## src/gat_macros.svh

```systemverilog
`ifndef GAT_MACROS_SVH
`define GAT_MACROS_SVH

// Layer dimensions
`define GAT_FEAT_IN          8
`define GAT_FEAT_OUT         4

// Datapath widths
`define GAT_DATA_W           8
`define GAT_COL_W            3
`define GAT_WH_W             20
`define GAT_COEF_W           32

// W rows followed by both halves of a
`define GAT_WGT_DEPTH        40
`define GAT_WGT_ADDR_W       6

// Queue depths
`define GAT_WH_FIFO_DEPTH    8
`define GAT_COEF_FIFO_DEPTH  16

`endif

```

## src/gat_pkg.sv

```systemverilog
`include "gat_macros.svh"

package gat_pkg;

  typedef logic signed [`GAT_DATA_W-1:0] data_t;
  typedef logic        [`GAT_COL_W-1:0]  col_t;
  typedef logic signed [`GAT_WH_W-1:0]   wh_t;
  typedef logic signed [`GAT_COEF_W-1:0] coef_t;

  typedef wh_t   [`GAT_FEAT_OUT-1:0]     wh_vec_t;
  typedef data_t [`GAT_FEAT_OUT-1:0]     w_row_t;
  // Low half is source, high half is destination
  typedef data_t [2*`GAT_FEAT_OUT-1:0]   a_vec_t;

  typedef struct packed {
    wh_vec_t wh;
    logic    last;
  } wh_entry_t;

  typedef struct packed {
    coef_t coef;
    logic  last;
  } coef_entry_t;

endpackage

```

## src/gat_weight_bank.sv

```systemverilog
`timescale 1ns/10ps
`include "gat_macros.svh"

module gat_weight_bank (
  input  logic                       clk,
  input  logic                       rst_n,
  input  logic                       wgt_wr_i,
  input  logic [`GAT_WGT_ADDR_W-1:0] wgt_addr_i,
  input  gat_pkg::data_t             wgt_data_i,
  input  logic                       wgt_done_i,
  input  gat_pkg::col_t              w_col_i,
  output gat_pkg::w_row_t            w_row_o,
  output gat_pkg::a_vec_t            a_vec_o,
  output logic                       ready_o
);

  // a follows the full W matrix
  localparam int A_BASE = `GAT_FEAT_IN * `GAT_FEAT_OUT;

  gat_pkg::data_t mem [`GAT_WGT_DEPTH];

  always_ff @(posedge clk) begin
    if (wgt_wr_i && (int'(wgt_addr_i) < `GAT_WGT_DEPTH)) begin
      mem[wgt_addr_i] <= wgt_data_i;
    end
  end

  // Row-major W, one input feature per row
  always_comb begin
    for (int j = 0; j < `GAT_FEAT_OUT; j++) begin
      w_row_o[j] = mem[int'(w_col_i) * `GAT_FEAT_OUT + j];
    end
    for (int k = 0; k < 2 * `GAT_FEAT_OUT; k++) begin
      a_vec_o[k] = mem[A_BASE + k];
    end
  end

  // Stays up until reset
  always_ff @(posedge clk or negedge rst_n) begin
    if (!rst_n) begin
      ready_o <= 1'b0;
    end else if (wgt_done_i) begin
      ready_o <= 1'b1;
    end
  end

  a_wr_in_range: assert property (
    @(posedge clk) disable iff (!rst_n)
    wgt_wr_i |-> (int'(wgt_addr_i) < `GAT_WGT_DEPTH)
  ) else $error("weight write beyond bank at address %0d", wgt_addr_i);

endmodule

```

## config.mk

```make
export PLATFORM = sky130hd
export DESIGN_NAME = gat_weight_bank
export DESIGN_NICKNAME = d
export VERILOG_FILES = /design/src/gat_pkg.sv /design/src/gat_weight_bank.sv
export VERILOG_INCLUDE_DIRS = /design/src
export SDC_FILE = /design/constraint.sdc
export NUM_CORES = 1
export LEC_CHECK = 0
export BUFFER_PORTS_ARGS = -buffer_cell sky130_fd_sc_hd__buf_4
export CAP_MARGIN = 20
export CORE_ASPECT_RATIO = 0.9
export CORE_MARGIN = 2
export CORE_UTILIZATION = 25
export DETAILED_ROUTE_END_ITERATION = 7
export PLACE_DENSITY = 0.46
export SLEW_MARGIN = 15
export SYNTH_ARGS = -nofsm -noshare
export SYNTH_HDL_FRONTEND = slang
export SYNTH_SLANG_ARGS = --single-unit
```

## constraint.sdc

```tcl
create_clock -name clk -period 2.35 [get_ports clk]
set_clock_uncertainty 0.2 [all_clocks]
set_input_delay 0.47 -clock clk [delete_from_list [all_inputs] [get_ports clk]]
set_output_delay 0.47 -clock clk [all_outputs]
set_load 0.02 [all_outputs]
```

# Word-level counts from Yosys, hierarchy flattened
# Memory sizes are Yosys's and may differ from the RTL's.
# Cells that the tools add are included.
# op_classes
add_sub_neg	3
magnitude_cmp	1
muxes	2
n_reduce_logical	1
# ops
operator	count
$add A5 B2 Y6 const B	2
$add A5 B1 Y6 const B	1
$lt A6 B6 Y1 const B	1
$mux W1	2
$logic_and A1 B1 Y1	1
# totals
register_bits	1
ramBits	320
input_bits	21
out_inout_bits	97
wordCells	9
mem_count	1
# memory_table
name	depth	word_bits	read_ports	rd_ports_with_merged_regs	wr	line_no	rtl
mem	40	8	12	0	1	gat_weight_bank.sv:20	gat_pkg::data_t mem [`GAT_WGT_DEPTH];

# Depth between registers and ports, before layout
# logic_depth
word_depth	4
mapped_depth	4
mapped_depth_nobuf	2

# Worst setup path before layout
# Ideal clock, no wire load.
# synth_timing
path_kind	input-to-output
start	input port w_col_i[0]
end	output port w_row_o[0] in the netlist's numbering
t_arrival_ns	1.624
required_ns	1.680
setup_slack_ns	0.056
stages	4
path_buffers	2
path_cell_list	buf_6 buf_6 mux4_1 mux2_2
# synth_lines
element	line_no	rtl
start, declared	gat_weight_bank.sv:11	input gat_pkg::col_t w_col_i,
end, declared	gat_weight_bank.sv:12	output gat_pkg::w_row_t w_row_o,

==> impl_metrics.csv <==
group,metric,value,unit
synth,yosysTopAreaCellShare,0.801,
sta,max_freq,0.400,GHz
finish,diodes,0,
finish,final_cells,1331,
synth,syn_area,12000,µm²
finish,drive_gt1_frac,0.457,
drt,drc,0,
synth,synth_cells,493,
placement,dp_cells,1267,
drt,wl_per_cell,21.0,µm
drt,finalWirelength,28.0,mm
synth,synth_area_leaders,"edfxtp_1 (80%), mux4_1 (8.8%), mux4_2 (4.5%)",
global_routing,grt_overflow,0,
sta,relSlewSlack,0.662,
setup_path,rrSetupSlack,1.38,ns
synth,synth_top_cell_by_area,"edfxtp_1",
power,vdd_drop_max,565,µV
finish,area_delta_synth_final,27.5,%
clocking,numCtsBuffers,36,
finish,final_cell_mix,"edfxtp_1 (320), buf_4 (130), mux4_2 (63), nor2_1 (40), clkbuf_16 (37)",
setup_path,end_kind,"output port",
sta,setup_violations,32,
floorplanning,dieWidth,235,µm
finish,layout_commonest_cell,"edfxtp_1",
setup_path,arrival,1.83,ns
sta,fin_crit_sh,1.06,
clocking,cts.clk_slew.worst_paths,0.06,ns
setup_path,critPathMaxFanout,1,
sta,hold_viol,0,
setup_path,r2r-end,"ready_o$_DFFE_PN0P_",
setup_path,crit_start,"mem[3][4]$_DFFE_PP_",
clocking,tritoncts,"built",
drt,dr.pass1.iters,4,
clocking,ctsRootBufferMaster,"clkbuf_16",
setup_path,cp.required,1.68,ns
floorplanning,num_io_pins,118,
power,p_leak,5.12,nW
drt,vias,5656,
setup_path,r2r_cells,1,
power,p_sw_frac,0.204,
min_path,hold_class,"input pin to asynchronous set/reset pin",
status,outcome,"finished, violations left",
setup_path,start_kind,"register",
global_routing,antenna_found_initial,0,
power,seqPwrFrac,0.517,
sta,period_minus_slack,2.50,ns
floorplanning,start_util,0.252,
floorplanning,num_rows,76,
global_routing,first_global_vias,6238,
setup_path,crit-reg2reg-launch,"ready_o$_DFFE_PN0P_",
drt,ant_nets,0,
flow_run,drv_cap,0,
sta,slew_viol_final,0,
placement,port_buffers,117,
synth,synth_warnings,0,
power,power.total,0.0123,W
status,violations,"negative setup slack",
synth,ys_ff_latch,321,
clocking,insertion_delay,0.51,ns
floorplanning,dieArea,49800,µm²
power,p_int,0.00977,W
clocking,cts.path.max_buffers,3,
drt,drt_iter0_markers,348,
power,power_density,802,nW/µm²
floorplanning,core_area,47600,µm²
synth,synth_cell_types,18,
floorplanning,die-height,212,µm
sta,tightest_slew,0.507,ns
global_routing,grtUsageTotal,0.113,
drt,via_per_inst,4.25,
synth,synth_fp_nets,514,
power,p_clk_frac,0.424,
setup_path,critPathKind,"register to output port",
finish,finalNetCount,706,
power,p_comb_frac,0.059,
clocking,clock_sinks,321,
clocking,postCtsSetupBuffers,0,
synth,seq_area_frac_synth,0.803,
placement,place_congestion,0.695,
sta,rsz0062_at_grt,"yes",
clocking,htreeDepth,2,
global_routing,grt_pass1_wl,41.5,mm
global_routing,grt_max_degree,41,
setup_path,endpoint,"w_row_o[28]",
power,switching_power,0.00250,W
sta,timing.final.ws_setup,-0.151,ns
placement,hpwl,16.5,mm
synth,avgSynthCellArea,24.3,µm²
synth_stat cells:
cell,n
buf_1,4
buf_2,6
buf_6,7
clkbuf_1,5
dfrtp_1,1
edfxtp_1,320
mux2_2,32
mux4_1,40
mux4_2,24
nand3_1,1
nand3b_1,3
nand4b_1,1
nand4bb_1,3
nor2_1,40
or2_2,1
or3_1,1
or3b_2,3
or4b_2,1
worst min-delay path by stage:
stage               cells past startpoint  startpoint  slack [ns]             endpoint
floorplan                               0       rst_n       -0.03  ready_o$_DFFE_PN0P_
global placement                        1       rst_n        0.05  ready_o$_DFFE_PN0P_
detailed placement                      1       rst_n        0.05  ready_o$_DFFE_PN0P_
CTS                                     2       rst_n        0.04  ready_o$_DFFE_PN0P_
global route                            2       rst_n        0.05  ready_o$_DFFE_PN0P_
finish                                  2       rst_n        0.07  ready_o$_DFFE_PN0P_
cell families after synthesis:
| group | synth area share |
|---|---|
| buffers and inverters | 0.0119 |
| AND/OR/NAND/NOR | 0.0224 |
| flip-flops | 0.803 |
| multiplexers | 0.163 |
worst max-delay path: stages, from the launching register on:
cell and delay [ns]:
edfxtp_1 0.38, mux4_2 0.50, mux2_4 0.30, buf_6 0.13
power groups by stage:
stage,clock (W),sequential [W],combinational [W]
after floorplan,0,0.00647,0.000304
after global placement,0,0.00646,0.000629
after detailed placement,0,0.00647,0.000641
after CTS,0.00539,0.00635,0.000743
after global routing,0.00561,0.00635,0.000779
final,0.00520,0.00635,0.000723
routing by layer:
metal | GRT usage | wire length [µm]
met1 | 0.148 | 12400
met4 | 0.0330 | 543
met5 | 0 | 0
met3 | 0.0387 | 2280
met2 | 0.178 | 12800
final cells by class:
cell class | instances | area, µm²
Clock inverter | 16 | 131
Tap cell | 624 | 781
Multi-Input combinational cell | 150 | 2190
Clock buffer | 44 | 952
Timing Repair Buffer | 176 | 1610
Fill cell | 4504 | 32300
Sequential cell | 321 | 9630
per-stage QoR:
stage,TNS [ns],hold WS [ns],cell area (µm²),setup WS [ns],utilization
floorplan,0,-0.0256,12000,0.0564,-
global placement,-6.83,0.0463,14000,-0.269,0.294
detailed placement,-7.07,0.0478,14000,-0.296,0.294
CTS,-4.36,0.0371,15300,-0.201,0.321
global route,-5.10,0.0473,15300,-0.232,0.321
finish,-3.00,0.0689,15300,-0.151,0.321
sequential cells by signal, summed over array words and instances, names as in the netlist:
| signal | count |
|---|---|
| mem | 320 |
| ready_o | 1 |
what timing repair did:
action,in CTS,in global routing
endpoints found under the hold margin,2,0
endpoints found under the setup margin,32,32
pin swaps,0,0
hold buffers,2,0
cloned,2,0
resized for setup,102,7
(Power assumes the default switching activity.)
