`src/gat_macros.svh`:
```
`ifndef GAT_MACROS_SVH
`define GAT_MACROS_SVH

// Layer dimensions
`define GAT_FEAT_IN          8
`define GAT_FEAT_OUT         4

// Datapath widths
`define GAT_DATA_W           8
`define GAT_COL_W            3
`define GAT_WH_W             20
`define GAT_COEF_W           32

// W rows followed by both halves of a
`define GAT_WGT_DEPTH        40
`define GAT_WGT_ADDR_W       6

// Queue depths
`define GAT_WH_FIFO_DEPTH    8
`define GAT_COEF_FIFO_DEPTH  16

`endif

```
`src/gat_pkg.sv`:
```
`include "gat_macros.svh"

package gat_pkg;

  typedef logic signed [`GAT_DATA_W-1:0] data_t;
  typedef logic        [`GAT_COL_W-1:0]  col_t;
  typedef logic signed [`GAT_WH_W-1:0]   wh_t;
  typedef logic signed [`GAT_COEF_W-1:0] coef_t;

  typedef wh_t   [`GAT_FEAT_OUT-1:0]     wh_vec_t;
  typedef data_t [`GAT_FEAT_OUT-1:0]     w_row_t;
  // Low half is source, high half is destination
  typedef data_t [2*`GAT_FEAT_OUT-1:0]   a_vec_t;

  typedef struct packed {
    wh_vec_t wh;
    logic    last;
  } wh_entry_t;

  typedef struct packed {
    coef_t coef;
    logic  last;
  } coef_entry_t;

endpackage

```
`src/gat_coef_calc.sv`:
```
`timescale 1ns/10ps
`include "gat_macros.svh"

module gat_coef_calc (
  input  logic                                        clk,
  input  logic                                        rst_n,
  input  logic                                        wh_empty_i,
  input  gat_pkg::wh_entry_t                          wh_entry_i,
  output logic                                        wh_rd_o,
  input  gat_pkg::a_vec_t                             a_vec_i,
  input  logic [$clog2(`GAT_COEF_FIFO_DEPTH+1)-1:0]   coef_count_i,
  output logic                                        coef_wr_o,
  output gat_pkg::coef_entry_t                        coef_entry_o
);

  localparam int HALF  = `GAT_FEAT_OUT;
  localparam int CNT_W = $clog2(`GAT_COEF_FIFO_DEPTH + 1);
  localparam int SUM_W = CNT_W + 1;

  logic             first_q;
  logic             s1_vld;
  logic             s1_last;
  gat_pkg::coef_t   s1_prod [HALF];
  gat_pkg::coef_t   src_term;
  gat_pkg::coef_t   src_dot;
  gat_pkg::coef_t   coef_sum;
  logic [SUM_W-1:0] pending;

  // Queued entries plus the ones still in the pipeline
  assign pending = SUM_W'(coef_count_i) + SUM_W'(s1_vld) + SUM_W'(coef_wr_o);
  assign wh_rd_o = !wh_empty_i && (pending < SUM_W'(`GAT_COEF_FIFO_DEPTH));

  // Source half of a against the popped row, kept only for a target
  always_comb begin
    src_dot = '0;
    for (int k = 0; k < HALF; k++) begin
      src_dot = src_dot + a_vec_i[k] * wh_entry_i.wh[k];
    end
  end

  always_comb begin
    coef_sum = src_term;
    for (int k = 0; k < HALF; k++) begin
      coef_sum = coef_sum + s1_prod[k];
    end
  end

  always_ff @(posedge clk or negedge rst_n) begin
    if (!rst_n) begin
      first_q   <= 1'b1;
      s1_vld    <= 1'b0;
      coef_wr_o <= 1'b0;
    end else begin
      s1_vld    <= wh_rd_o;
      coef_wr_o <= s1_vld;
      if (wh_rd_o) begin
        // Row after a subgraph end is the next target
        first_q <= wh_entry_i.last;
      end
    end
  end

  // Stage one, destination-half products
  always_ff @(posedge clk) begin
    if (wh_rd_o) begin
      for (int k = 0; k < HALF; k++) begin
        s1_prod[k] <= a_vec_i[HALF + k] * wh_entry_i.wh[k];
      end
      s1_last <= wh_entry_i.last;
      if (first_q) begin
        src_term <= src_dot;
      end
    end
  end

  // Stage two, full-precision sum
  always_ff @(posedge clk) begin
    if (s1_vld) begin
      coef_entry_o.coef <= coef_sum;
      coef_entry_o.last <= s1_last;
    end
  end

  // Room reserved at pop time must still be there at the write
  a_coef_room: assert property (
    @(posedge clk) disable iff (!rst_n)
    coef_wr_o |-> (coef_count_i < CNT_W'(`GAT_COEF_FIFO_DEPTH))
  ) else $error("coefficient written with no room reserved");

endmodule

```
`config.mk`:
```
export PLATFORM = sky130hd
export DESIGN_NAME = gat_coef_calc
export DESIGN_NICKNAME = d
export VERILOG_FILES = /design/src/gat_pkg.sv /design/src/gat_coef_calc.sv
export VERILOG_INCLUDE_DIRS = /design/src
export SDC_FILE = /design/constraint.sdc
export NUM_CORES = 2
export LEC_CHECK = 0
export BUFFER_PORTS_ARGS = -buffer_cell sky130_fd_sc_hd__buf_2
export CAP_MARGIN = 25
export CORE_MARGIN = 5
export CORE_UTILIZATION = 60
export DETAILED_ROUTE_END_ITERATION = 6
export HOLD_SLACK_MARGIN = 0.05
export PLACE_DENSITY = 0.93
export SLEW_MARGIN = 10
export SYNTH_ARGS = -nofsm -noshare
export SYNTH_HDL_FRONTEND = slang
export SYNTH_SLANG_ARGS = --single-unit
```
`constraint.sdc`:
```
create_clock -name clk -period 5.05 [get_ports clk]
set_input_delay 0.2525 -clock clk [delete_from_list [all_inputs] [get_ports clk]]
set_output_delay 0.2525 -clock clk [all_outputs]
set_load 0.03 [all_outputs]
```
## After elaboration in Yosys (flattened, before gate mapping)

Memory sizes are Yosys's and may differ from the RTL's.
Index checks and enable logic that the tools add are counted.

- Memories: 1
- Logic and storage cells: 31
- Bits in writable memories: 128
- Bits in registers: 69
- Input port bits: 153
- Output and inout bits: 35

Memories:

| name | words | width | read ports | clocked after Yosys merged registers in | wr ports | line | RTL |
|---|---|---|---|---|---|---|---|
| s1_prod | 4 | 32 | 4 | 0 | 4 | gat_coef_calc.sv:23 | `gat_pkg::coef_t s1_prod [HALF];` |

- Reduce and logical (&&, ||, !) cells: 3
- Multiplexer cells: 2
- Multiply operators: 8
- Add/subtract/negate cells: 9
- Magnitude comparators: 1

Operator list:

| operator | count |
|---|---|
| multiplier 8 x 20 -> 28 bit | 8 |
| adder 32 bit | 4 |
| adder 30 x 28 -> 31 bit | 1 |
| adder 29 x 28 -> 30 bit | 1 |
| adder 28 x 28 -> 29 bit | 1 |
| adder 5 x 1 -> 6 bit | 1 |
| adder 6 x 1 -> 6 bit | 1 |
| < comparator 6 x 5 -> 1 bit, second input constant | 1 |
| two-way mux 1 bit | 2 |
| AND reduction 2 bit | 1 |
| logical AND 1 bit | 1 |
| logical NOT 1 bit | 1 |

## Depth between registers and ports, before layout

- Depth after elaboration: 6
- Depth in mapped cells: 27
- Gate-level depth less buffers: 26

## Worst setup path before layout

No wires, ideal clock.

- Kind: input port to flip-flop
- Start point: input a_vec_i[24] (netlist name)
- End point: register src_term[29], data pin
- Buffers on the path: 1
- Required time: 4.870 ns
- Path slack: -1.958 ns
- Stages on the path: 25
- Arrival: 6.828 ns
- Setup time: 0.180 ns
- Cell sequence: clkbuf_1 nand2_1 fa_1 inv_1 fa_1 inv_1 fa_1 inv_1 fa_1 fa_1 inv_1 fa_1 fa_1 inv_1 fa_1 ha_1 a21o_1 a21o_1 a21oi_2 o21ai_1 o2111ai_2 a21boi_1 a2111oi_2 nor2_1 o311ai_1

- Longest elaborated chain between the ends: 2

RTL lines:

| element | line | RTL |
|---|---|---|
| start, declared | gat_coef_calc.sv:10 | `input gat_pkg::a_vec_t a_vec_i,` |
| multiplier 8 x 20 -> 28 bit | gat_coef_calc.sv:37 | `src_dot = src_dot + a_vec_i[k] * wh_entry_i.wh[k];` |
| adder 30 x 28 -> 31 bit | gat_coef_calc.sv:37 |  |
| via src_dot[29] | gat_coef_calc.sv:25 | `gat_pkg::coef_t src_dot;` |
| end signal, assigned | gat_coef_calc.sv:71 | `src_term <= src_dot;` |
| end, declared | gat_coef_calc.sv:24 | `gat_pkg::coef_t src_term;` |

The timed path passes the listed nets, and every way through them passes these cells.
A chain may end at the register's enable or synchronous reset.

## Final worst setup path

- Start point: input wh_entry_i[48] (netlist name)
- End point: register src_term[29], data pin

- Longest elaborated chain between the ends: 3

RTL lines:

| element | line | RTL |
|---|---|---|
| start, declared | gat_coef_calc.sv:8 | `input gat_pkg::wh_entry_t wh_entry_i,` |
| multiplier 8 x 20 -> 28 bit | gat_coef_calc.sv:37 |  |
| adder 29 x 28 -> 30 bit | gat_coef_calc.sv:37 |  |
| adder 30 x 28 -> 31 bit | gat_coef_calc.sv:37 |  |
| via src_dot[29] | gat_coef_calc.sv:25 |  |

The timed path passes the listed nets, and every way through them passes these cells.

==> qor_table.md <==
| Step | Result | Value |
| --- | --- | --- |
| status | Status | finished with violations |
| status | Violations in the final reports | DRC, setup timing |
| floorplan | Die footprint | 95500 um2 |
| synthesis | Fraction of registers with async set or reset after synthesis | 1.667% |
| placed design | Final weighted congestion in routability-driven placement | 1.008 |
| synthesis | Post-synthesis average cell area | 9.759 um2 |
| sta | Maximum clock frequency | 144.0 MHz |
| floorplan | Horizontal die dimension | 309.0 um |
| global route | Maximum number of pins on one net before global-route repair | 58 |
| floorplan | Number of core rows | 109 |
| cells and area | Commonest non-fill, non-tap cell in the layout | sky130_fd_sc_hd__inv_1 |
| worst setup path | Kind of capture point of the worst setup path | flip-flop |
| worst setup path | WP data required | 5.33 ns |
| cells and area | Number of fill cells in the layout | 5393 |
| global route | Via count of the first global-routing pass | 47016 |
| routing | Avg WL per Cell | 23.45 um |
| cells and area | Layout area overhead | 16.67% |
| floorplan | Die height | 309.0 um |
| cells and area | Post-route core utilization | 70.72% |
| floorplan | Boundary pin count | 188 |
| clock network | Number of buffers created by CTS | 17 |
| floorplan | Standard cell core area | 88510 um2 |
| clock network | CTS clk-pin slew, worst paths | 0.08 ns |
| worst setup path | Data arrival time of the critical path | 7.23 ns |
| routing | DRC violations left | 33 |
| sta | Unrepaired setup endpoints after global routing | true |
| worst setup path | Slowest Stage Delay on Critical Path | 0.76 ns |
| clock network | CTS sink count | 180 |
| placed design | Dpl hpwl | 136600 um |
| clock network | Buffer cell driving the clock tree root | sky130_fd_sc_hd__clkbuf_16 |
| worst setup path | Largest driver fanout on the critical path | 6 |
| global route | First-pass GRT wire length | 252800 um |
| synthesis | Yosys reg bits | 180 |
| worst setup path | Critical setup path kind | in -> reg |
| clock network | CTS tree | built |
| cells and area | Share of layout cells above drive strength 1 | 17.80% |
| sta | Setup Skew | 0.01836 ns |
| worst setup path | Number of cells on the critical path | 26 |
| clock network | Clock Latency Late Sink | 0.47 ns |
| synthesis | Synthesized net count | 7317 |
| synthesis | Post-Syn Area | 53650 um2 |
| sta | Minimum clock period after layout | 6.945 ns |
| synthesis | Ys flop type | sky130_fd_sc_hd__edfxtp_1 |
| synthesis | Sequential fraction of the synthesis area | 10.05% |
| flow run | Max-cap violations | 0 |
| worst setup path | Master of the slowest instance on the critical path | sky130_fd_sc_hd__fa_2 |
| global route | GR Overflow Total | 0 |
| worst setup path | Worst path buffer plus inverter count | 7 |
| cells and area | Number of nets in the layout | 7930 |
| synthesis | Total number of yosys warnings | 0 |
| sta | Worst relative slew slack | 30.15% |
| routing | Total Wirelength | 171400 um |
| sta | Fin. Hold Viols | 0 |
| routing | Number of routed nets with antenna violations | 0 |
| sta | Final Hold Slack | 0.1230 ns |
| global route | Total global routing track utilization | 34.61% |
| worst setup path | Critical path's most frequent cell | sky130_fd_sc_hd__fa_1 |
| routing | DR vias | 42899 |
| placed design | Count of port buffers added during placement | 187 |
| synthesis | Cells after Synth | 5498 |
| global route | Antenna violations before repair | 27 |
| synthesis | Count of cell types in the netlist | 73 |
| routing | Number of vias per cell after detailed routing | 5.871 |
| sta | Least-Margin Pin Slew | 1.040 ns |
| worst setup path | Largest delay share family, worst path | adder cells |
| sta | Period Utilization, post-route | 137.5% |
| clock network | Longest Clk Path Bufs | 2 |
| worst setup path | Number of cell instances on the worst register-to-register path | 17 |
| routing | Detailed-router iteration count before antenna repair | 7 |
| sta | Max Slew Vio Count | 0 |
| sta | Fin worst setup slack | -1.895 ns |
| floorplan | Effective utilization at floorplan | 60.62% |
| sta | Count of final setup violators | 26 |
| hold path | Path category of the worst min-delay check | in -> async |
| cells and area | Commonest cells after routing, fill and taps aside | sky130_fd_sc_hd__inv_1, sky130_fd_sc_hd__fa_1, sky130_fd_sc_hd__and2_1, sky130_fd_sc_hd__buf_4, sky130_fd_sc_hd__nand2_1 |
| worst setup path | Kind of launch point of the worst setup path | primary input |
| synthesis | Number of flops mapped to enable cells by yosys | 177 |
| routing | Detailed Route Iter0 Violations | 4612 |
| clock network | CTS H-tree depth | 4 |
-- logic make-up after synthesis --
| logic type | share of synthesized area, % |
|---|---|
| AO/OA/AOI/OAI | 4.431 |
| buffers and inverters | 11.18 |
| AND/OR/NAND/NOR | 14.67 |
| XOR/XNOR | 2.808 |
| flip-flops | 10.05 |
| multiplexers | 0.01866 |
| adder cells (fa/ha/maj) | 56.85 |
-- registers in the layout, indices dropped and copies added, names as in the netlist --
register,count
s1_last,1
s1_vld,1
s1_prod,112
src_term,31
first_q,1
coef_entry_o,33
coef_wr_o,1
-- synth_stat cells, drive strengths merged, types with 2 or more instances --
cell type	instances	area share, %
xor2	36	0.59
nand2	558	3.9
or3	8	0.093
a221oi	2	0.044
a21o	52	0.73
a2111oi	4	0.12
or4	2	0.028
a31oi	11	0.17
o31a	4	0.065
ha	380	8.9
and3	13	0.15
o41ai	2	0.061
dfrtp	2	0.093
o311a	2	0.037
clkbuf	209	1.5
or2	4	0.047
nand3b	3	0.042
o21ai	72	0.69
edfxtp	177	9.9
a31o	6	0.098
xnor2	136	2.2
fa	1286	48
a311oi	2	0.033
o21bai	16	0.22
nand2b	138	1.6
o2111ai	3	0.061
nor2	95	0.67
a21oi	121	1.1
and2	605	7.1
inv	1389	9.7
a311o	3	0.056
nand4	9	0.10
a211oi	11	0.16
nor4	5	0.058
nor3	12	0.11
nand3	23	0.21
o31ai	7	0.11
and4	5	0.082
o211ai	4	0.056
o21a	21	0.29
o311ai	2	0.033
nor2b	40	0.47
a211o	2	0.033
-- worst register-to-register path, stage by stage (launching register included) --
cell and delay, ns:
sky130_fd_sc_hd__edfxtp_1 0.42, sky130_fd_sc_hd__fa_1 0.52, sky130_fd_sc_hd__fa_1 0.52, sky130_fd_sc_hd__inv_1 0.06, sky130_fd_sc_hd__fa_1 0.45, sky130_fd_sc_hd__inv_1 0.08
sky130_fd_sc_hd__ha_1 0.17, sky130_fd_sc_hd__inv_1 0.07, sky130_fd_sc_hd__fa_1 0.47, sky130_fd_sc_hd__nor2b_1 0.14, sky130_fd_sc_hd__o21ai_1 0.11, sky130_fd_sc_hd__a21oi_2 0.23
sky130_fd_sc_hd__o41ai_2 0.10, sky130_fd_sc_hd__o211ai_1 0.29, sky130_fd_sc_hd__a21oi_1 0.17, sky130_fd_sc_hd__o211a_1 0.29, sky130_fd_sc_hd__a21oi_1 0.25, sky130_fd_sc_hd__xor2_2 0.27
-- layer usage --
metal  vias up  track usage [%]  wire (um)
li1      17349                -          -
met1     21118            39.05      51930
met2      3189            56.60      78650
met3      1239            8.106      20470
met4         4            27.83      20310
met5         -                0         23
-- cell type report --
cell class	instances	area, um2	area share [%]
clock buffer	17	425.4	0.6796
multi-input combinational	3720	43400	69.34
antenna	18	45.04	0.07196
sequential	180	5391	8.613
timing repair buffer	803	6479	10.35
clock inverter	15	172.7	0.2758
inverter	1389	5221	8.341
tap	1165	1458	2.329
-- final timing paths --
check,from,endpoint,slack (ns)
worst min-delay path,rst_n,coef_wr_o,0.12
min in group clk,wh_empty_i,first_q,0.24
worst max register to register,s1_prod[0][1],coef_entry_o[30],0.26
worst min register to register,s1_last,coef_entry_o[0],0.41
worst max-delay path,wh_entry_i[48],src_term[29],-1.89
max in group asynchronous,rst_n,first_q,4.73
-- what timing repair did --
action	CTS	global route
endpoints found under the setup margin	32	42
hold buffers	2	0
gates resized for setup	269	165
hold endpoints to repair	5	0
cloned	3	2
buffers inserted	26	25
pin swaps	94	96
-- through the flow --
| stage | setup WS, ns | setup TNS, ns | instance area [um2] | std cells |
|---|---|---|---|---|
| after floorplan | -1.540 | -25.96 | 54210 | 5498 |
| after global placement | -2.079 | -47.22 | 59860 | 7207 |
| after detailed placement | -2.243 | -54.08 | 59860 | 7207 |
| after CTS | -1.433 | -23.80 | 61700 | 7267 |
| after global routing | -1.976 | -35.09 | 62570 | 7298 |
| final | -1.895 | -32.71 | 62600 | 7307 |
Power is left out: the tool's default activity adds up to more than one toggle a clock period on the data nets, which glitch-free logic cannot reach.
