$ cat src/gat_fifo.sv
`timescale 1ns/10ps

module gat_fifo #(
  parameter int  DEPTH     = 8,
  parameter type payload_t = logic [7:0]
) (
  input  logic                       clk,
  input  logic                       rst_n,
  input  logic                       wr_i,
  input  payload_t                   din_i,
  input  logic                       rd_i,
  output payload_t                   dout_o,
  output logic                       empty_o,
  output logic                       full_o,
  output logic [$clog2(DEPTH+1)-1:0] count_o
);

  localparam int PTR_W = $clog2(DEPTH);
  localparam int CNT_W = $clog2(DEPTH + 1);

  payload_t         mem [DEPTH];
  logic [PTR_W-1:0] wr_ptr;
  logic [PTR_W-1:0] rd_ptr;
  logic             wr_en;
  logic             rd_en;

  assign wr_en   = wr_i && !full_o;
  assign rd_en   = rd_i && !empty_o;
  assign empty_o = (count_o == '0);
  assign full_o  = (count_o == CNT_W'(DEPTH));

  // Show-ahead head entry
  assign dout_o = mem[rd_ptr];

  always_ff @(posedge clk) begin
    if (wr_en) begin
      mem[wr_ptr] <= din_i;
    end
  end

  always_ff @(posedge clk or negedge rst_n) begin
    if (!rst_n) begin
      wr_ptr  <= '0;
      rd_ptr  <= '0;
      count_o <= '0;
    end else begin
      if (wr_en) begin
        wr_ptr <= (wr_ptr == PTR_W'(DEPTH - 1)) ? '0 : wr_ptr + 1'b1;
      end
      if (rd_en) begin
        rd_ptr <= (rd_ptr == PTR_W'(DEPTH - 1)) ? '0 : rd_ptr + 1'b1;
      end
      case ({wr_en, rd_en})
        2'b10:   count_o <= count_o + 1'b1;
        2'b01:   count_o <= count_o - 1'b1;
        default: count_o <= count_o;
      endcase
    end
  end

  a_no_overflow: assert property (@(posedge clk) disable iff (!rst_n) wr_i |-> !full_o)
    else $error("write into full FIFO, entry lost");

  a_no_underflow: assert property (@(posedge clk) disable iff (!rst_n) rd_i |-> !empty_o)
    else $error("read from empty FIFO");

endmodule

$ cat config.mk
export PLATFORM = sky130hd
export DESIGN_NAME = gat_fifo
export DESIGN_NICKNAME = d
export VERILOG_FILES = /design/src/gat_fifo.sv
export SDC_FILE = /design/constraint.sdc
export NUM_CORES = 1
export LEC_CHECK = 0
export BUFFER_PORTS_ARGS = -buffer_cell sky130_fd_sc_hd__buf_2
export CELL_PAD_IN_SITES_DETAIL_PLACEMENT = 0
export CELL_PAD_IN_SITES_GLOBAL_PLACEMENT = 2
export CORE_MARGIN = 2
export CORE_UTILIZATION = 45
export CTS_CLUSTER_SIZE = 10
export DETAILED_ROUTE_END_ITERATION = 12
export PLACE_DENSITY = 0.88
export SYNTH_ARGS = -nofsm -noshare
export SYNTH_HDL_FRONTEND = slang
export SYNTH_SLANG_ARGS = --single-unit
export TNS_END_PERCENT = 10
$ cat constraint.sdc
create_clock -name clk -period 4.4 [get_ports clk]
set_input_delay 0.66 -clock clk [delete_from_list [all_inputs] [get_ports clk]]
set_output_delay 0.66 -clock clk [all_outputs]
set_load 0.02 [all_outputs]
== Word-level counts from Yosys, hierarchy flattened ==
Memories as Yosys holds them, arrays and structs flattened.
Cells that the tools add are included.
Widths: inputs -> output; s select.

* Register bits after elaboration: 10
* Bits in writable memories: 64
* Bits of input ports: 12
* Output and inout port bits: 14
* Memories kept: 1

{| class="wikitable"
|+ Memories
! name !! depth !! bits a word !! rd ports !! clocked after Yosys merged registers in !! wr ports !! line !! RTL
|-
| mem || 8 || 8 || 1 || 0 || 1 || 21 || <nowiki>payload_t mem [DEPTH];</nowiki>
|}

* $add $sub $neg: 4
* Eq/ne operators: 5
* Mux-type cells: 5
* Reductions and logical operators: 6

{| class="wikitable"
|+ Operators with widths
! operator !! count
|-
| $pmux 4 s2 || 1
|-
| $add 3x1->3 const B || 2
|-
| $eq 3x3->1 const B || 2
|-
| $mux 3 || 2
|-
| $add 4x1->4 const B || 1
|-
| $eq 4x4->1 const B || 1
|-
| $logic_not 4->1 || 1
|-
| $sub 4x1->4 const B || 1
|-
| $eq 2x1->1 const B || 1
|-
| $eq 2x2->1 const B || 1
|-
| $logic_and 1x1->1 || 2
|-
| $logic_not 1->1 || 2
|-
| $mux 1 || 2
|-
| $reduce_bool 2->1 || 1
|}

== Longest topological paths before layout ==
Gate-level depths: netlist of run 1.

* Depth in word-level cells: 5
* Gate-level depth with buffers: 8

== Worst setup path after synthesis of run 1 ==
Ideal clock, no wire load.

* Path type: register to register
* Start: register count_o[0]
* End: register count_o[3]
* Library setup time: 0.134 ns
* Data arrival time: 2.689 ns
* Path slack: 1.578 ns
* Cell stages (with the launch flop): 9
* Path through: dfrtp_1 > buf_6 > or4b_4 > nand2_8 > ha_1 > ha_1 > or4b_2 > o311ai_0 > o211ai_1

* Word-level cells in the longest chain between the ends: 5
* Elaborated cells on any way between the ends: 12

{| class="wikitable"
|+ RTL lines
! element !! line !! RTL
|-
| from (decl) || 15 || <nowiki>output logic [$clog2(DEPTH+1)-1:0] count_o</nowiki>
|-
| from (signal assigned) || 54 || <nowiki>2'b10: count_o <= count_o + 1'b1;</nowiki>
|-
| from (signal assigned) || 55 || <nowiki>2'b01: count_o <= count_o - 1'b1;</nowiki>
|-
| from (signal assigned) || 56 || <nowiki>default: count_o <= count_o;</nowiki>
|-
| $eq 4x4->1 / $logic_not 4->1 (equally long branches) || 30, 29 ||
|-
| $logic_not 1->1 (on tied branches) || 27, 28 ||
|-
| $logic_and 1x1->1 (on tied branches) || 27, 28 ||
|-
| $eq 2x1->1 / $eq 2x2->1 (equally long branches) || 53 || <nowiki>case ({wr_en, rd_en})</nowiki>
|-
| $pmux 4 s2 / $reduce_bool 2->1 (equally long branches) || n/a ||
|}

Several ways; a longest one is shown, not always the timed one.
A chain may end at the register's enable or synchronous reset.

==> impl_metrics.py, run 1 <==
metrics = {
    "run_status": {
        "status": "complete, no violations",
    },
    "global_routing": {
        "grt_pass1_vias": 1635,
        "grt_usage_pct": 15.6,
        "grt_start_max_net_pins": 20,
        "antenna_found_initial": 0,
        "overflow": 0,
        "grt_pass1_wl_um": 8480,
    },
    "timing": {
        "hold_viol": 0,
        "slew_headroom_pct": 32.1,
        "drv_slew": 0,
        "fin_crit_sh_pct": 71.1,
        "clock-skew-final_ns": 0.00850,
        "clock.fmax_ghz": 0.320,
        "tightest_slew_ns": 1.02,
        "rsz0062_at_grt": "false",
        "fin_ws_ns": 1.27,
        "finalSetupTns_ns": 0,
        "min_period_ns": 3.13,
        "setup_viol": 0,
    },
    "logic_synthesis": {
        "synth-edff-count": 64,
        "synth-seq-cells": 74,
        "yosysUniqueCellTypes": 35,
        "async_flop_share_pct": 13.5,
        "yosys_warnings": 0,
        "synth_flop_cell": "edfxtp_1",
        "synth.cell_area_um2": 3210,
        "synth_nets": 181,
        "syn_inst": 161,
        "yosysSeqAreaShare_pct": 67.7,
        "synth.avg_cell_area_um2": 19.9,
    },
    "floorplanning": {
        "die_h_um": 88.4,
        "io_pins": 26,
        "core_um2": 6830,
        "die_w_um": 88.4,
        "placementRows": 30,
        "die-area_um2": 7820,
        "initial_utilization_pct": 46.9,
    },
    "finish": {
        "drive_above_1_share_pct": 36.5,
        "diodes": 0,
        "finalNetCount": 215,
        "area_growth_pct": 14.7,
    },
    "cts": {
        "cts_tree": "yes",
        "ctsResizeCount": 0,
        "clockBufferDepth": 2,
        "htreeDepth": 3,
        "post_cts_buffers": 0,
        "clkSinkCount": 74,
        "clock_latency_ns": 0.34,
        "cts_made_buffers": 9,
        "cts_root_buf": "clkbuf_8",
        "cts_hold_buf": 0,
        "clkSlewWorstSetupHoldPaths_ns": 0.08,
    },
    "run": {
        "max_cap_violations": 0,
    },
    "worst_setup_path": {
        "worst_ep_arrival_time_ns": 2.47,
        "critPathBufInv": 1,
        "critical_path.endpoint": "dout_o[2]",
        "cp_cell_sequence": "mux4_1 -> mux2_4 -> buf_2",
        "r2r_end": "count_o[3]$_DFFE_PN0P_",
        "critPathRequiredTime_ns": 3.74,
        "ff2ff_setup_slack_ns": 1.46,
        "crit_type": "register to primary output",
        "r2r-start": "count_o[0]$_DFFE_PN0P_",
        "crit_family": "flip-flops",
        "crit_fanout": 19,
        "critPathSlowestCell": "dfrtp_1",
        "startpoint_type": "register",
        "cpPeakStageDelay_ns": 1.02,
        "cp.depth": 3,
        "critPathCaptureType": "primary output",
        "rr_worst_depth": 7,
        "crit_start": "rd_ptr[0]$_DFFE_PN0P_",
    },
    "routing": {
        "first_iter_violations": 107,
        "wl_per_cell_um": 18.6,
        "routed-via-count": 1580,
        "drc": 0,
        "detail_route.vias_per_cell": 5.34,
        "wl_um": 5490,
        "drtAntennaViolNets": 0,
        "dr.pass1.iters": 4,
    },
    "place": {
        "dp.final_hpwl_um": 3530,
        "gp_congestion": 0.717,
        "port_buffers": 25,
        "pre_cts_ws_ns": 1.52,
    },
    "pwr": {
        "finalPower_mw": 2.55,
        "power.density_nw_per_um2": 695,
        "ir_worst_vdd_mv": 0.260,
        "leakage_nw": 1.35,
    },
    "worst_hold_path": {
        "hp-class": "input port to asynchronous set/reset pin",
    },
}
[stage by stage]
step / hold WS, ns / std cells / utilization, % / cell area, um2
3_3_place_gp: 0.528 / 280 / 50.2 / 3430
6_report: 0.165 / 296 / 53.8 / 3680
2_1_floorplan: 0.364 / 161 / - / 3210
3_5_place_dp: 0.536 / 280 / 50.2 / 3430
5_1_grt: 0.172 / 296 / 53.8 / 3680
4_1_cts: 0.161 / 296 / 53.8 / 3680
[synthesized netlist by cell type, types with 2 or more instances]
master     n  area, um2
nand2b_1   2       12.5
edfxtp_1  64       1920
inv_1      6       22.5
mux4_1     8        210
buf_6      2       22.5
a21oi_1    2       10.0
mux2_2     3       33.8
mux4_2     8        180
ha_1       7       87.6
dfrtp_1   10        250
nor3b_1    3       22.5
mux2_4    11        165
nor3_1     5       25.0
nor2_1     4       15.0
buf_2      2       10.0
nand3_1    3       15.0
nor4_1     2       12.5
nand2_1    2       7.51
[where the power goes]
part	total, mW	switching (mW)	internal, mW	leakage (nW)
logic	0.831	0.381	0.450	0.534
registers	1.08	0.182	0.902	0.700
clock network	0.638	0.257	0.381	0.120
[kinds of logic (layout without fill, tap and decap cells)]
group                      after synthesis  after routing  synth area share, %
AOI/OAI and AO/OA                        8              8                 2.11
buffers and inverters                   13             52                 2.57
xor gates and xnor gates                 2              2                0.546
adders and majority gates                8              8                 3.36
and+or+nand+nor                         25             25                 4.99
muxes                                   31             31                 18.7
DFF                                     74             74                 67.7
[state kept, by name, indices dropped and copies added (netlist names)]
register / count
rd_ptr: 3
wr_ptr: 3
count_o: 4
mem: 64
[worst min path at each step]
stage,start,cells after the start,to,slack [ns]
floorplan,rst_n,0,count_o[0]$_DFFE_PN0P_,0.36
global placement,rst_n,1,count_o[1]$_DFFE_PN0P_,0.53
detailed placement,rst_n,1,rd_ptr[1]$_DFFE_PN0P_,0.54
CTS,rst_n,1,count_o[1]$_DFFE_PN0P_,0.16
global route,rst_n,1,count_o[1]$_DFFE_PN0P_,0.17
finish,rst_n,1,count_o[1]$_DFFE_PN0P_,0.17
[worst reg2reg max path, delay by kind of cell, from the launching register on]
family | cells | cell delay (ns)
AOI/OAI and AO/OA | 2 | 0.26
adders and majority gates | 2 | 0.68
DFF | 1 | 0.48
and+or+nand+nor | 3 | 1.40
[per-layer routing]
layer  wire length (um)  part of all wire (%)  GRT usage [%]  vias up
met1               2300                    42           19.4      808
met4                 84                   1.5           5.79        0
li1                   -                     -              -      728
met3                211                   3.8           4.01       11
met2               2900                    53           26.4       33
met5                  0                     0              0        -
[area by class of cell]
class / instances / area (um2)
timing repair buffer: 30 / 163
inverter: 6 / 22.5
multi-input combinational: 74 / 952
clock buffer: 9 / 124
sequential: 74 / 2170
tap: 96 / 120
clock inverter: 7 / 124
fill: 567 / 3150
[cells in the final DEF (no fill, tap or decap)]
cell / count
nand2_1: 2
o41ai_2: 1
mux2_4: 11
clkbuf_8: 9
fa_1: 1
dfrtp_1: 10
xor2_1: 1
nand2b_1: 2
mux4_2: 8
nand3_1: 3
nand2_8: 1
nor3_1: 5
buf_2: 25
clkinv_4: 1
edfxtp_1: 64
o21ai_0: 1
inv_1: 6
nor2b_1: 1
o311ai_0: 1
xnor2_1: 1
clkinvlp_4: 1
nor2_1: 4
bufinv_16: 3
a21oi_1: 2
mux4_1: 8
ha_1: 7
or4b_4: 1
mux2_2: 3
a21o_2: 1
nor4_1: 2
inv_6: 2
o211ai_1: 1
or4b_2: 1
a2111o_1: 1
mux2i_1: 1
buf_4: 5
nor3b_1: 3
Power figures use the tool's default switching activity.
==> inputs of run 2 (changes only) <==
--- a/config.mk
+++ b/config.mk
@@ -5,14 +5,15 @@
 export SDC_FILE = /design/constraint.sdc
 export NUM_CORES = 1
 export LEC_CHECK = 0
+export ABC_AREA = 1
 export BUFFER_PORTS_ARGS = -buffer_cell sky130_fd_sc_hd__buf_2
 export CELL_PAD_IN_SITES_DETAIL_PLACEMENT = 0
 export CELL_PAD_IN_SITES_GLOBAL_PLACEMENT = 2
 export CORE_MARGIN = 2
-export CORE_UTILIZATION = 45
+export CORE_UTILIZATION = 38
 export CTS_CLUSTER_SIZE = 10
 export DETAILED_ROUTE_END_ITERATION = 12
-export PLACE_DENSITY = 0.88
+export PLACE_DENSITY = 0.89
 export SYNTH_ARGS = -nofsm -noshare
 export SYNTH_HDL_FRONTEND = slang
 export SYNTH_SLANG_ARGS = --single-unit
==> constraint.sdc (replaced) <==
create_clock -name clk -period 3.1 [get_ports clk]
set_input_delay 0.465 -clock clk [delete_from_list [all_inputs] [get_ports clk]]
set_output_delay 0.465 -clock clk [all_outputs]
set_load 0.02 [all_outputs]
==> impl_metrics.py, run 2 <==
metrics = {
    "run_status": {
        "status": "complete, no violations",
    },
    "cts": {
        "post_cts_buffers": 0,
        "cts_root_buf": "clkbuf_8",
        "htreeDepth": 3,
        "clkSlewWorstSetupHoldPaths_ns": 0.08,
        "cts_made_buffers": 9,
        "clockBufferDepth": 2,
        "clock_latency_ns": 0.34,
        "clkSinkCount": 74,
        "cts_tree": "yes",
    },
    "worst_setup_path": {
        "crit_fanout": 35,
        "crit_type": "register to primary output",
        "worst_path_most_repeated_cell": "nand2_1",
        "critPathRequiredTime_ns": 2.63,
        "startpoint_type": "register",
        "critPathSlowestCell": "dfrtp_2",
        "cpPeakStageDelay_ns": 0.75,
        "worst_ep_arrival_time_ns": 1.93,
        "cp_cell_sequence": "buf_12 -> nor2_1 -> nor2_1 -> nand2_1 -> nand2_1 -> nand2_1 -> nand2_1 -> buf_2",
        "critPathCaptureType": "primary output",
    },
    "logic_synthesis": {
        "async_flop_share_pct": 13.5,
        "syn_inst": 364,
        "synth_nets": 384,
        "synth_area_leaders": "edfxtp_1, nand2_1, dfrtp_1, nor2_1, inv_1",
        "synth_largest_area_cell": "edfxtp_1",
        "synth.avg_cell_area_um2": 9.41,
        "synth_flop_cell": "edfxtp_1",
        "synth-edff-count": 64,
        "synth-seq-cells": 74,
        "yosys-top-cells-count": "nand2_1, nor2_1, edfxtp_1",
        "synth.cell_area_um2": 3430,
        "synth_most_common_cell": "nand2_1",
        "yosys_warnings": 0,
        "yosysSeqAreaShare_pct": 63.4,
        "synth_top_area_share_pct": 56.1,
        "yosysUniqueCellTypes": 23,
    },
    "floorplanning": {
        "io_pins": 26,
        "placementRows": 34,
        "core_um2": 8720,
        "initial_utilization_pct": 39.3,
        "die_w_um": 99.0,
        "die-area_um2": 9790,
        "die_h_um": 99.0,
    },
    "place": {
        "gp_congestion": 0.768,
        "port_buffers": 25,
        "pre_cts_ws_ns": 1.04,
        "dp.final_hpwl_um": 4300,
    },
    "routing": {
        "wl_um": 6750,
        "first_iter_violations": 81,
        "wl_per_cell_um": 13.2,
        "routed-via-count": 2282,
        "dr.pass1.iters": 4,
        "detail_route.vias_per_cell": 4.46,
        "drc": 0,
        "drtAntennaViolNets": 0,
    },
    "timing": {
        "fin_ws_ns": 0.703,
        "clock.fmax_ghz": 0.417,
        "drv_slew": 0,
        "holdWs_ns": 0.389,
        "clock-skew-final_ns": 0.00726,
        "hold_viol": 0,
        "min_period_ns": 2.40,
        "fin_crit_sh_pct": 77.3,
        "setup_viol": 0,
        "tightest_slew_ns": 0.692,
        "finalSetupTns_ns": 0,
        "slew_headroom_pct": 53.5,
        "rsz0062_at_grt": "false",
    },
    "finish": {
        "final_common_cell": "nand2_1",
        "largestRegisters": "mem (64), count_o (4)",
        "drive_above_1_share_pct": 13.9,
        "top_register": "mem",
        "finalNetCount": 419,
        "diodes": 0,
        "final_cell_mix": "nand2_1, nor2_1, edfxtp_1",
        "area_growth_pct": 14.3,
        "largest_reg_flops": 64,
    },
    "global_routing": {
        "antenna_found_initial": 0,
        "overflow": 0,
        "grt_usage_pct": 14.9,
        "grt_pass1_vias": 2182,
        "grt_pass1_wl_um": 10900,
        "grt_start_max_net_pins": 36,
    },
    "worst_hold_path": {
        "hp-class": "input port to register",
    },
    "pwr": {
        "power.density_nw_per_um2": 939,
        "leakage_nw": 1.79,
        "ir_worst_vdd_mv": 0.479,
    },
    "run": {
        "max_cap_violations": 0,
    },
}
[run 2: cell types whose count changed in the layout (fill, tap and decap cells not counted), moves of 4 or more]
cell / change
inv_1: +41
mux4_1: -8
mux4_2: -8
mux2_4: -11
nor2_1: +61
nand2_1: +131
buf_4: +4
[run 2: metrics by stage]
step	total power [mW]	instance area, um2	std cells	utilization, %
finish	3.68	3920	512	44.9
global route	4.00	3920	512	44.9
CTS	3.74	3920	512	44.9
detailed placement	2.92	3690	495	42.3
global placement	2.90	3690	495	42.3
floorplan	2.51	3430	364	-
[run 2: repair_timing]
action | 4_1_cts | 5_1_grt
resized for setup | 0 | 0
setup endpoints to repair | 0 | 0
endpoints found under the hold margin | 10 | 0
hold buffers | 1 | 0
[run 2: cells by family (layout without fill, tap and decap cells)]
| group | Yosys count | count (layout) | share of synthesized area, % |
|---|---|---|---|
| xor+xnor | 2 | 2 | 0.511 |
| compound gates | 5 | 5 | 0.730 |
| flops | 74 | 74 | 63.4 |
| simple gates | 215 | 215 | 24.5 |
| buf+inv | 60 | 100 | 7.78 |
| fa+ha+maj | 8 | 8 | 3.14 |
[run 2: critical path: cells and delay by family, from the launching register on]
kind / cells / cell delay [ns]
flip-flops: 1 / 0.75
AND/OR/NAND/NOR: 6 / 0.40
buffers and inverters: 2 / 0.43
[run 2: area by class of cell]
class                      count  area, um2
inverter                      48        180
timing repair buffer          36        223
tap                          108        135
clock inverter                 6       91.3
fill                         841       4800
sequential                    74       2170
multi-input combinational    230        988
clock buffer                  10        128
[run 2: per-layer routing]
layer | routed length, um | global-route usage (%)
met4 | 157 | 7.69
met1 | 3170 | 18.9
met3 | 216 | 2.62
met2 | 3210 | 24.5
met5 | 0 | 0
[run 2: where the power goes]
group / switching, mW / internal [mW] / leakage (nW)
clock: 0.362 / 0.455 / 0.0987
combinational: 0.921 / 0.498 / 0.992
sequential: 0.177 / 1.27 / 0.702
total: 1.46 / 2.22 / 1.79
[run 2: worst paths after layout]
path	start	end	slack, ns	depth (start not counted)
worst min-delay path	din_i[6]	mem[7][6]$_DFFE_PP_	0.39	1
worst min register to register	count_o[2]$_DFFE_PN0P_	count_o[2]$_DFFE_PN0P_	0.55	2
worst max register to register	count_o[1]$_DFFE_PN0P_	count_o[3]$_DFFE_PN0P_	1.03	11
max in group asynchronous	rst_n	rd_ptr[0]$_DFFE_PN0P_	2.35	2
worst max-delay path	rd_ptr[0]$_DFFE_PN0P_	dout_o[7]	0.70	8
min in group asynchronous	rst_n	count_o[2]$_DFFE_PN0P_	0.52	2
